$ cat src/hw/acq_ctrl_pkg.sv
`default_nettype none

package acq_ctrl_pkg;

    // readout sequencer states
    typedef enum logic [2:0] {
        ST_IDLE  = 3'd0,   // acquisition off
        ST_ARMED = 3'd1,   // waiting for a queued trigger
        ST_POP   = 3'd2,   // take trigger address, load read counter
        ST_HDR   = 3'd3,   // send the header word
        ST_READ  = 3'd4    // walk the buffer, one pair per cycle
    } acq_state_t;

    // static acquisition setup, held while enabled
    typedef struct packed {
        logic [11:0] channel_tag;  // copied into every header
        logic [15:0] pre_trig;     // pairs kept ahead of the trigger pair
        logic [13:0] num_bursts;   // data words per waveform
    } acq_cfg_t;                   // 42 bits

endpackage

`default_nettype wire

$ cat src/hw/acq_fsm.sv
`timescale 1ns/1ps
`default_nettype none

module acq_fsm (
    input  wire  adc_clk,
    input  wire  rst_n,
    input  wire  acq_enable,
    input  wire  empty,       // no trigger queued
    input  wire  word_done,
    input  wire  last_word,
    output logic pop,         // take the fifo head
    output logic load,        // load the read counter
    output logic step,        // advance the read address
    output logic shift,       // ram data valid, shift into the builder
    output logic hdr_sel,     // header path in the builder
    output logic emit,        // write a record
    output logic fill_inc,    // waveform finished
    output logic acq_idle
);

    acq_ctrl_pkg::acq_state_t state;
    acq_ctrl_pkg::acq_state_t state_nxt;

    logic word_done_q;  // lines up with the ram read latency
    logic last_q;

    ////////////////////////////////////////////////////////////
    // next state

    always_comb begin
        state_nxt = state;
        unique case (state)
            acq_ctrl_pkg::ST_IDLE: begin
                if (acq_enable)
                    state_nxt = acq_ctrl_pkg::ST_ARMED;
            end
            acq_ctrl_pkg::ST_ARMED: begin
                if (!empty)
                    state_nxt = acq_ctrl_pkg::ST_POP;
                else if (!acq_enable && !word_done_q)  // let the last word out first
                    state_nxt = acq_ctrl_pkg::ST_IDLE;
            end
            acq_ctrl_pkg::ST_POP:
                state_nxt = acq_ctrl_pkg::ST_HDR;
            acq_ctrl_pkg::ST_HDR:
                state_nxt = acq_ctrl_pkg::ST_READ;
            acq_ctrl_pkg::ST_READ: begin
                if (word_done && last_word)
                    state_nxt = acq_ctrl_pkg::ST_ARMED;  // back for the next trigger
            end
            default:
                state_nxt = acq_ctrl_pkg::ST_IDLE;
        endcase
    end

    always_ff @(posedge adc_clk or negedge rst_n) begin
        if (!rst_n) begin
            state       <= acq_ctrl_pkg::ST_IDLE;
            shift       <= 1'b0;
            word_done_q <= 1'b0;
            last_q      <= 1'b0;
        end else begin
            state       <= state_nxt;
            shift       <= step;       // pair appears one cycle after its address
            word_done_q <= word_done;
            last_q      <= word_done && last_word;
        end
    end

    ////////////////////////////////////////////////////////////
    // strobes

    assign pop      = (state == acq_ctrl_pkg::ST_POP);
    assign load     = (state == acq_ctrl_pkg::ST_POP);   // head still valid here
    assign hdr_sel  = (state == acq_ctrl_pkg::ST_POP) || (state == acq_ctrl_pkg::ST_HDR);
    assign step     = (state == acq_ctrl_pkg::ST_READ);
    assign emit     = (state == acq_ctrl_pkg::ST_HDR) || word_done_q;
    assign fill_inc = last_q;                            // with the last data word
    assign acq_idle = (state == acq_ctrl_pkg::ST_IDLE);

endmodule

`default_nettype wire

$ cat config.mk
export PLATFORM = sky130hd
export DESIGN_NAME = acq_fsm
export DESIGN_NICKNAME = d
export VERILOG_FILES = /design/src/hw/acq_ctrl_pkg.sv /design/src/hw/acq_fsm.sv
export SDC_FILE = /design/constraint.sdc
export NUM_CORES = 1
export LEC_CHECK = 0
export ABC_AREA = 0
export BUFFER_PORTS_ARGS = -buffer_cell sky130_fd_sc_hd__buf_2
export CORE_AREA = 10 10 47 49
export CTS_CLUSTER_DIAMETER = 40
export DETAILED_ROUTE_END_ITERATION = 16
export DIE_AREA = 0 0 57 59
export PLACE_DENSITY = 0.48
export SLEW_MARGIN = 10
export SYNTH_ARGS = -nofsm -noshare
export SYNTH_HDL_FRONTEND = slang
export SYNTH_SLANG_ARGS = --single-unit
$ cat constraint.sdc
create_clock -name adc_clk -period 2.8 [get_ports adc_clk]
set_input_delay 0.7 -clock adc_clk [delete_from_list [all_inputs] [get_ports adc_clk]]
set_output_delay 0.7 -clock adc_clk [all_outputs]
set_load 0.005 [all_outputs]
==> impl_summary.md, run 1 <==
Status
The run finished with clean final reports.

Timing
Dividing the final minimum period by the clock period gives 0.691. The smallest setup slack after layout is 0.865 ns. At the pin with the least slew margin, the transition time is 0.281 ns. The final worst clock skew is 0.000239 ns. The shortest clock period the worst path allows after layout is 1.93 ns. The count of final max-slew check failures is 0. The count of final hold-check violations is 0. Timing would allow up to 0.517 GHz. Setup repair after global routing left no endpoint under its margin. The tightest slew margin relative to the limit is 0.813.

Setup violations remaining at the end of the flow were counted as 0. After routing, the total negative slack on setup checks comes to 0 ns.

Placement
Summing all placed instances gives a cell area of 345 sq um. The HPWL after detailed placement is 525 um. Routability-driven placement finished with a final weighted congestion of 0.721. The number of input and output port buffers inserted is 13. The post-placement cell count is 51. Timing analysis after detailed placement gives a worst setup slack of 1.11 ns.

Finish
The net count of the finished layout is 46. The final cell count without fillers is 54. The fraction of final layout cells with drive strength greater than 1 is 0.474. The number of antenna repair diodes is 0. After routing the design area is 368 sq um. Compared with the post-synthesis result, the final layout area differs by 34.9%.

Clocking
The number of resized instances in the post-cts repair step is 0. The number of buffers added to fix hold violations after cts is 0. The number of buffers added by the clock tree synthesis step is 3.

The largest buffer count on any clock path is 2. The clock-pin slew on the worst setup and hold paths is 0.04 ns. CTS built an H-tree with a depth of 1. The root buffer cell chosen for the clock tree is sky130_fd_sc_hd__clkbuf_4.

The clock sink count is 6. The number of setup buffers added after CTS is 0. For the worst-skew pair, the clock arrives at the later sink with an insertion delay of 0.24 ns. The clock tree from TritonCTS is built.

Route
The residual antenna-violating net count after detailed routing is 0. The number of remaining DRC errors is 0. The average wire per cell in the routed design is 11.8 um. Summed over all layers, the routed wires come to 636 um. The initial DRC count is 2. The detailed router placed 224 vias in this run.

The detailed-route vias per instance is 4.15. The first-pass detailed-route iteration total is 2.

Power
The overall power is 363 uW. Summed over all cells, the static leakage comes to 0.200 nW. The peak supply drop is 0.000293 V. Power spread over the standard cell area amounts to 987 nW/um^2.

Synth
The number of synthesized register bits is 6. The average cell area after synthesis is 11.4 sq um. The count of warnings emitted by yosys is 0. The dominant cell type by area after synthesis is sky130_fd_sc_hd__dfrtp_1. Sorting the synthesized cells by area gives the leading types as sky130_fd_sc_hd__dfrtp_1 (55%), sky130_fd_sc_hd__nor3b_2 (4.6%), sky130_fd_sc_hd__mux2i_1 (3.7%), sky130_fd_sc_hd__nor3_1 (3.7%), sky130_fd_sc_hd__a211o_1 (3.2%).

In the synthesized netlist, the number of instances is 24. After synthesis the cells add up to 273 sq um. The sequential element share of the synthesized area is 0.550.

The area share of the largest cell type after synthesis is 0.550. Counting distinct cell types in the post-synthesis netlist gives 17. Synthesis produced a netlist with a net count of 30.

Worst setup path
At the worst endpoint, the required time is 2.10 ns. Together, buffers and inverters on the worst path number 1. The arrival time reported for the critical path endpoint is 1.23 ns. The peak per-stage delay on the critical path is 0.46 ns. The sort of element at the end of the critical path is an output pin. Traced cell by cell, the critical path runs through nor2b_2, nor2b_1, buf_2. The gate family responsible for the most delay along the worst path is flip-flops. The maximum fanout count along the critical path is 8. On the critical path, the stage with the largest delay is an instance of sky130_fd_sc_hd__dfrtp_1. By startpoint and endpoint, the worst setup path is classified as reg2out.

The critical path startpoint category is a register.

Global route
The met2 layer usage reported by global route is 0.0620. In the global route stage, met1 resource usage came out at 0.0347. met2 is the most crowded layer. For this run, global-route usage on met3 was measured as 0.0365. The initial antenna violation count is 0. The first global-routing pass estimated 1.05 mm of wire. The pin count of the biggest net entering global routing is 9. For this run, the total global-route usage over all layers was measured as 0.0438. The number of global-route vias before repair came to 235. Summed over all layers, the global routing overflow is 0.

Floorplanning
The site row count is 14. The initial utilization of the core area, before any placement, comes to 0.195. The die covers 3360 sq um. The number of top-level pins is 14. The die is 57 um wide.

From bottom edge to top edge, the die measures 59 um. The placeable core region is 1400 sq um.

Flow run
The number of max-cap violations is 0.

Min path
The worst min-delay path class is in2async.
[through the flow]
stage          hold WS, ns  utilization
2_1_floorplan        0.404            -
3_3_place_gp         0.533        0.246
3_5_place_dp         0.530        0.246
4_1_cts              0.271        0.263
5_1_grt              0.271        0.263
6_report             0.274        0.263
[state kept, by name, summed over array words and instances (netlist names)]
register     flops
shift            1
state            3
fill_inc         1
word_done_q      1
[worst reg2reg max path, cell delays in order, from the launching register on]
cell	delay, ns
sky130_fd_sc_hd__dfrtp_1	0.45
sky130_fd_sc_hd__nand3b_1	0.20
sky130_fd_sc_hd__a211o_1	0.29
sky130_fd_sc_hd__o31ai_1	0.06
[per-layer routing]
| layer | routed length, um | share of wire |
|---|---|---|
| met5 | 0 | 0 |
| met4 | 33 | 0.052 |
| met3 | 66 | 0.10 |
| met1 | 242 | 0.38 |
| met2 | 293 | 0.46 |
[layout by cell type (no fill, tap or decap), types with 2 or more instances in the layout]
cell / n
sky130_fd_sc_hd__buf_2: 13
sky130_fd_sc_hd__dfrtp_1: 6
sky130_fd_sc_hd__clkbuf_4: 3
sky130_fd_sc_hd__nor3_1: 2
sky130_fd_sc_hd__nor2_1: 2
[cell usage after synthesis]
cell type / instances
sky130_fd_sc_hd__dfrtp_1: 6
sky130_fd_sc_hd__nor2_1: 2
sky130_fd_sc_hd__nor3_1: 2
sky130_fd_sc_hd__a211o_1: 1
sky130_fd_sc_hd__a21o_1: 1
sky130_fd_sc_hd__a22o_1: 1
sky130_fd_sc_hd__buf_2: 1
sky130_fd_sc_hd__buf_4: 1
sky130_fd_sc_hd__inv_1: 1
sky130_fd_sc_hd__mux2i_1: 1
sky130_fd_sc_hd__nand2_1: 1
sky130_fd_sc_hd__nand3b_1: 1
sky130_fd_sc_hd__nor2b_1: 1
sky130_fd_sc_hd__nor2b_2: 1
sky130_fd_sc_hd__nor3b_2: 1
sky130_fd_sc_hd__o211ai_1: 1
sky130_fd_sc_hd__o31ai_1: 1
[where the power goes]
group          total [mW]  switching [mW]  internal [mW]
Combinational       0.128          0.0526         0.0752
Clock              0.0777          0.0294         0.0484
Sequential          0.157          0.0440          0.113
Total               0.363           0.126          0.237
[logic make-up after synthesis]
logic type / after synthesis / synth area share
compound gates: 5 / 0.147
buf+inv: 3 / 0.0596
flops: 6 / 0.550
mux: 1 / 0.0367
simple gates: 9 / 0.206
[worst paths after layout]
kind | startpoint | to | slack [ns] | cells after the start
worst min-delay path | rst_n | shift | 0.27 | 1
min in group adc_clk | state[2] | state[1] | 0.56 | 1
worst max-delay path | state[1] | pop | 0.87 | 3
max in group asynchronous | rst_n | state[2] | 2.39 | 1
worst min register to register | state[2] | state[1] | 0.56 | 1
worst max register to register | state[1] | state[0] | 1.71 | 3
[area by class of cell]
class                      count  area, sq um
clock buffer                   3         22.5
fill                         161         1030
inverter                       1         3.75
multi-input combinational     15          106
sequential                     6          150
tap                           16         20.0
timing repair buffer          13         65.1
Note: power is estimated with default switching activity, not from simulation.
==> run 2: changes to the inputs <==
==> constraint.sdc (replaced) <==
create_clock -name adc_clk -period 1.8 [get_ports adc_clk]
set_input_delay 0.45 -clock adc_clk [delete_from_list [all_inputs] [get_ports adc_clk]]
set_output_delay 0.45 -clock adc_clk [all_outputs]
set_load 0.005 [all_outputs]
==> run 2 against run 1 <==
- total power is 56% higher
- clock-buffer cell count is the same
- setup slack got worse by 0.70 ns
- global-route usage up 0.31 points
- flip-flop and latch count unchanged
- critical path depth is the same
- sequential share of layout area grew 0.20 points
- routed wire length up 3.6%
- critical path type unchanged
==> impl_summary.md, run 2 (same netlist as run 1, synthesis figures left out) <==
Timing
The count of final hold-check violations is 0 (unchanged). The shortest clock period the worst path allows after layout is 1.63 ns. The peak clock frequency supported by timing is 0.612 GHz. The pin slew with the least headroom to its limit is 0.276 ns (-0.00508 ns). Dividing the final minimum period by the clock period gives 0.907. The total negative slack is 0 ns (unchanged).

Setup repair after global routing left no endpoint under its margin. The smallest setup slack after layout is 0.167 ns (-0.698 ns). The number of endpoints failing setup at the final stage is 0 (unchanged).

The tightest slew margin relative to the limit is 0.816 (+0.00338). The final worst clock skew is 0.00225 ns (+0.00201 ns). The count of final max-slew check failures is 0 (unchanged).

Worst setup path
The worst-case register-to-register setup slack is 0.73 ns (-0.98 ns). The sort of element at the end of the critical path is an output pin. The startpoint of the most critical setup path is state[1].

The critical path startpoint category is a register. The length in cells of the worst reg-to-reg path was 3 (unchanged). The worst endpoint required time came to 1.35 ns (-0.75 ns). The maximum fanout count along the critical path is 8 (unchanged). The critical path in this run is classified as reg2out. The destination of the worst register-to-register timing path is state[0]. The peak per-stage delay on the critical path was 0.45 ns (about the same). Walking the worst path, the cells encountered are nor2b_2, a21o_1, buf_2. The startpoint of the lowest-slack register-to-register path is state[1]. On the critical path, the stage with the largest delay is an instance of sky130_fd_sc_hd__dfrtp_2. The arrival time reported for the critical path endpoint is 1.18 ns (-0.05 ns).

Power
The power density relative to cell area is 1540 nW/um^2 (+56%). The sequential share of power is 0.437 (+0.003). The internal power summed over all cells came to 371 uW (+56%). The overall power is 567 uW (+56%). The power spent charging and discharging nets is 196 uW (+55%).

The static leakage is 0.199 nW (-0.65%). The fraction of power spent switching nets came to 0.346 (-0.00146). The peak supply drop came to 0.000595 V (+100%). The part of the power in combinational logic is 0.350 (-0.002). The share of total power in the clock network came to 0.213 (about the same).

Clocking
The clock sink count is 6 (unchanged). The number of buffers added by the clock tree synthesis step is 3 (unchanged). The largest buffer count on any clock path is 2 (unchanged). The number of post-CTS setup repair buffers came to 0 (unchanged).

The clock tree from TritonCTS is built. The total number of H-tree levels is 1 (unchanged). The latest clock arrival within the worst-skew pair is 0.24 ns (about the same). The clock root buffer is sky130_fd_sc_hd__clkbuf_4.

The clock-pin slew on the worst setup and hold paths is 0.04 ns (about the same).

Floorplanning
The placeable core region is 1400 sq um (unchanged). The floorplan die area was 3360 sq um (unchanged). The starting density of the core was 0.195 (unchanged). The die outline height is 59 um (unchanged).

The site row count came to 14 (unchanged). The horizontal die dimension is 57 um (unchanged). The number of top-level pins is 14 (unchanged).

Route
The residual antenna-violating net count after detailed routing is 0 (unchanged). The number of remaining DRC errors is 0 (unchanged). The first-pass detailed-route iteration total came to 2 (unchanged).

The number of vias in the routed layout is 224 (unchanged). The average wire per cell in the routed design was 12.2 um (+3.6%). The sum of routed wire length over all layers is 659 um (+3.6%). The initial DRC count is 2 (unchanged). The detailed-route vias per instance was 4.15 (unchanged).

Finish
The most common cell after layout, fill and taps aside is sky130_fd_sc_hd__buf_2. The fraction of final layout cells with drive strength greater than 1 is 0.500 (+0.0263). The number of flip-flops under the largest register name came to 3 (unchanged). The area taken by flip-flops and latches came to 151 sq um (+0.83%). The final-layout fill cell count is 159 (-1.2%). The net count reported at finish came to 46 (unchanged). The library cells used most frequently in the layout, excluding fill and tap cells, are sky130_fd_sc_hd__buf_2 (13), sky130_fd_sc_hd__dfrtp_1 (5), sky130_fd_sc_hd__clkbuf_4 (3), sky130_fd_sc_hd__nor3_1 (2), sky130_fd_sc_hd__nor2_1 (2).

The area taken by multi-input logic gates is 106 sq um (unchanged). The number of antenna repair diodes is 0 (unchanged). The largest register by flop count is state. The relative area change from synthesis to final layout is 35.3%.

The post-layout utilization of the core was 0.263 (+0.000893).

Global route
The initial antenna violation count is 0 (unchanged). The met2 layer usage reported by global route is 0.0636 (+0.00155). The global routing met3 resource utilization was 0.0515 (+0.0150). The highest-utilization routing layer at the global route stage is met2. The first-pass GRT wire length is 1.17 mm (+11%). The pin count of the biggest net entering global routing is 9 (unchanged).

The global-route congestion overflow total is 0 (unchanged). The global router's overall resource usage is 0.0468 (+0.00305). The number of global-route vias before repair is 250 (+6.4%). The met1 routing resource usage after global routing came to 0.0444 (+0.00963).

Placement
The HPWL after detailed placement is 539 um (+2.7%). The worst slack at placement is 0.369 ns (-0.738 ns). The routability congestion estimate from global placement is 0.739 (+2.5%). The number of input and output port buffers inserted is 13 (unchanged).

Status
The flow ran to the end, and the final reports show no timing, DRC or antenna violations.

Flow run
The number of max-cap violations is 0 (unchanged).

Min path
The worst min-delay path class is in2async.
## run 2: cell counts in the layout (fill, tap and decap cells not counted)
Identical to the previous run, type by type.
## run 2: area by class of cell
cell class,count,area share
clock buffers,3,0.0610
inverters,1,0.0102
multi-input cells,15,0.288
flip-flops and latches,6,0.410
well taps,16,0.0542
repair buffers,13,0.176
## run 2: critical path, delay by kind of cell (launching register included)
kind | cells | cell delay [ns]
buf+inv | 1 | 0.12
flops | 1 | 0.45
simple gates | 1 | 0.19
compound gates | 1 | 0.19
## run 2: layer usage
| metal | vias to the layer above | share of wire |
|---|---|---|
| met4 | 0 | 0 |
| met5 | - | 0 |
| li1 | 113 | - |
| met1 | 104 | 0.44 |
| met3 | 0 | 0.079 |
| met2 | 7 | 0.47 |
## run 2: power by group through the flow
stage,combinational [mW],clock [mW],sequential [mW]
4_1_cts,0.207,0.130,0.246
3_5_place_dp,0.207,0,0.247
3_3_place_gp,0.206,0,0.247
6_report,0.199,0.121,0.248
2_1_floorplan,0.160,0,0.214
5_1_grt,0.231,0.139,0.258
## run 2: worst max path at each step
stage                     endpoint  slack, ns  depth (start not counted)
after floorplan                pop       0.37                          3
after global placement         pop       0.37                          3
after detailed placement       pop       0.37                          3
after CTS                      pop        0.1                          3
after global routing          load       0.03                          3
final                         emit       0.17                          3
## run 2: through the flow
stage | instances | hold slack [ns] | cell area (sq um)
2_1_floorplan | 24 | 0.154 | 273
3_3_place_gp | 51 | 0.284 | 345
3_5_place_dp | 51 | 0.283 | 345
4_1_cts | 54 | 0.0203 | 368
5_1_grt | 54 | 0.0143 | 369
6_report | 54 | 0.0253 | 369
## run 2: timing repair
action | CTS | global route
hold buffers | 0 | 0
setup endpoints to repair | 0 | 2
resized for setup | 0 | 1
==> run 3: changes to the inputs <==
--- a/config.mk
+++ b/config.mk
@@ -12,6 +12,7 @@
 export DETAILED_ROUTE_END_ITERATION = 16
 export DIE_AREA = 0 0 57 59
 export PLACE_DENSITY = 0.48
+export REMOVE_ABC_BUFFERS = 1
 export SLEW_MARGIN = 10
 export SYNTH_ARGS = -nofsm -noshare
 export SYNTH_HDL_FRONTEND = slang
==> constraint.sdc (replaced) <==
create_clock -name adc_clk -period 1.94 [get_ports adc_clk]
set_input_delay 0.485 -clock adc_clk [delete_from_list [all_inputs] [get_ports adc_clk]]
set_output_delay 0.485 -clock adc_clk [all_outputs]
set_load 0.005 [all_outputs]
==> run 3 against run 2 <==
- non-clock buffer count stayed put
- setup slack better by 0.068 ns
- final cell count stayed put
- global-route usage is 0.88 points lower
- clock power is 12% lower
- routed wire length is 7.6% lower
- total power is 8.5% lower
- via count is 0.45% higher
- die area stayed put
- first-iteration DRC count is 100% higher
- clock-buffer cell count stayed put
- highest routed layer unchanged
==> impl_summary.md, run 3 (same netlist as run 1, synthesis figures left out) <==
Status
The run finished with clean final reports.

Power
The static leakage was 0.200 nW (+0.66%). The part of the power in combinational logic was 0.356 (+0.006). The overall power was 519 uW (-8.5%). The fraction of power spent switching nets was 0.341 (-0.00500). The power density relative to cell area was 1410 nW/um^2 (-8.2%).

The sequential share of power is 0.439 (+0.002). The share of total power in the clock network is 0.205 (-0.008). The peak supply drop came to 0.000751 V (+26%). The internal power summed over all cells is 342 uW (-7.8%).

The power spent charging and discharging nets is 177 uW (-9.8%).

Floorplanning
The site row count is 14 (unchanged). The number of top-level pins is 14 (unchanged). The die outline height is 59 um (unchanged).

The starting density of the core is 0.195 (unchanged). The floorplan die area was 3360 sq um (unchanged). The horizontal die dimension is 57 um (unchanged). The placeable core region is 1400 sq um (unchanged).

Clocking
The largest buffer count on any clock path is 2 (unchanged). CTS placed an instance of sky130_fd_sc_hd__clkbuf_4 at the clock tree root. The latest clock arrival within the worst-skew pair was 0.23 ns (about the same). The number of resized instances in the post-cts repair step is 0 (unchanged). The number of buffers added by the clock tree synthesis step came to 3 (unchanged). The number of buffers added to fix hold violations after cts is 0 (unchanged). The clock sink count came to 6 (unchanged).

The clock-pin slew on the worst setup and hold paths is 0.04 ns (about the same). The number of post-CTS setup repair buffers was 0 (unchanged). TritonCTS built the clock tree. The total number of H-tree levels is 1 (unchanged).

Timing
The tightest slew margin relative to the limit is 0.822 (+0.00563). The final worst clock skew is 0.00205 ns (-0.000202 ns). The shortest clock period the worst path allows after layout is 1.71 ns. The fraction of the cycle the final worst path needs is 0.879.

The count of final max-slew check failures is 0 (unchanged). The smallest setup slack after layout is 0.235 ns (+0.0679 ns). The pin slew with the least headroom to its limit came to 0.267 ns (-0.00845 ns). The peak clock frequency supported by timing is 0.586 GHz. The number of endpoints failing setup at the final stage was 0 (unchanged). Setup repair after global routing left no endpoint under its margin. The count of final hold-check violations was 0 (unchanged).

The total negative slack was 0 ns (unchanged).

Worst setup path
The startpoint of the lowest-slack register-to-register path is state[1]. The worst-case register-to-register setup slack is 0.84 ns (+0.11 ns). The slowest cell on the critical path is sky130_fd_sc_hd__dfrtp_1.

The worst setup path is of the reg2out kind. The arrival time reported for the critical path endpoint is 1.22 ns (+0.04 ns). The length in cells of the worst reg-to-reg path is 3 (unchanged). The number of buffer and inverter instances along the worst setup path was 1 (unchanged). The sort of element at the end of the critical path is an output pin.

The maximum fanout count along the critical path was 8 (unchanged). The critical path goes through nor2b_2, nor2b_1, buf_2. The destination of the worst register-to-register timing path is state[0]. The worst setup path is launched from a register. The peak per-stage delay on the critical path is 0.46 ns (about the same). The worst endpoint required time is 1.45 ns (+0.10 ns). Broken down by cell family, the worst path's largest delay share belongs to flip-flops.

Placement
The post-placement cell count is 51 (unchanged). The placed instance area is 345 sq um (unchanged). The HPWL after detailed placement is 529 um (-2.0%). The number of input and output port buffers inserted is 13 (unchanged). The worst slack at placement came to 0.459 ns (+0.0899 ns). The routability congestion estimate from global placement is 0.708 (-4.1%).

Global route
The pin count of the biggest net entering global routing is 9 (unchanged). The global-route congestion overflow total was 0 (unchanged). The global router's overall resource usage is 0.0381 (-0.00876). The initial antenna violation count came to 0 (unchanged). The number of global-route vias before repair was 229 (-8.4%). The first-pass GRT wire length came to 972 um (-17%).

Finish
The net count reported at finish came to 46 (unchanged). The area of all placed cells without fillers is 368 sq um (-0.34%). The fraction of final layout cells with drive strength greater than 1 is 0.474 (-0.0263). The final-layout fill cell count is 157 (-1.3%). The number of flip-flops under the largest register name came to 3 (unchanged). Leaving out fill and tap cells, the most frequent cells in the layout are sky130_fd_sc_hd__buf_2 (13), sky130_fd_sc_hd__dfrtp_1 (6), sky130_fd_sc_hd__clkbuf_4 (3), sky130_fd_sc_hd__nor3_1 (2), sky130_fd_sc_hd__nor2_1 (2). From synthesis to final layout, the design area changed by 34.9%. The most common cell after layout, fill and taps aside is sky130_fd_sc_hd__buf_2. The register with the most flip-flops in the final layout is state.

The area taken by flip-flops and latches came to 150 sq um (-0.83%). The final cell count without fillers was 54 (unchanged). The area taken by multi-input logic gates came to 106 sq um (unchanged).

The number of antenna repair diodes is 0 (unchanged).

Route
The initial DRC count is 4 (+2). The detailed-route vias per instance is 4.17 (+0.45%). The sum of routed wire length over all layers came to 609 um (-7.6%). The average wire per cell in the routed design is 11.3 um (-7.6%). The met2 layer wire length in the routed design is 340 um (+8.6%). The residual antenna-violating net count after detailed routing is 0 (unchanged). In this run the top signal layer used is met3. The first-pass detailed-route iteration total is 3 (+1). The detailed-route wire length on metal 1 was 229 um (-22%). The number of vias in the routed layout was 225 (+0.45%). The met3 wire length is 39 um (-25%). The number of remaining DRC errors is 0 (unchanged).

Min path
The worst min-delay path class is in2async.

Flow run
The number of max-cap violations was 0 (unchanged).
-- run 3: layout make-up --
class,instances,area share
Inverter,1,0.0102
Timing Repair Buffer,13,0.177
Tap cell,16,0.0544
Multi-Input combinational cell,15,0.289
Sequential cell,6,0.408
Clock buffer,3,0.0612
-- run 3: per-stage QoR --
step                      hold slack [ns]   util
after CTS                          0.0590  0.263
after detailed placement            0.313  0.246
after floorplan                     0.189      -
after global routing               0.0576  0.263
after global placement              0.312  0.246
final                              0.0631  0.263
-- run 3: worst max path at each step --
stage                   from    to  slack [ns]  depth (start not counted)
floorplan           state[1]  load        0.58                          2
global placement    state[1]   pop        0.48                          3
detailed placement  state[1]  load        0.46                          3
CTS                 state[1]  load        0.21                          3
global route        state[1]  load        0.08                          3
finish              state[1]   pop        0.23                          3
-- run 3: power groups by stage --
stage | Combinational [mW] | Sequential (mW) | Clock (mW)
2_1_floorplan | 0.111 | 0.217 | 0
3_3_place_gp | 0.194 | 0.231 | 0
3_5_place_dp | 0.192 | 0.230 | 0
4_1_cts | 0.192 | 0.229 | 0.113
5_1_grt | 0.207 | 0.236 | 0.127
6_report | 0.184 | 0.228 | 0.107
-- run 3: layer usage --
metal	global-route usage	up-vias
met2	0.0667	5
met1	0.0298	106
met5	0	-
li1	-	114
met4	0.0101	0
met3	0.0365	0
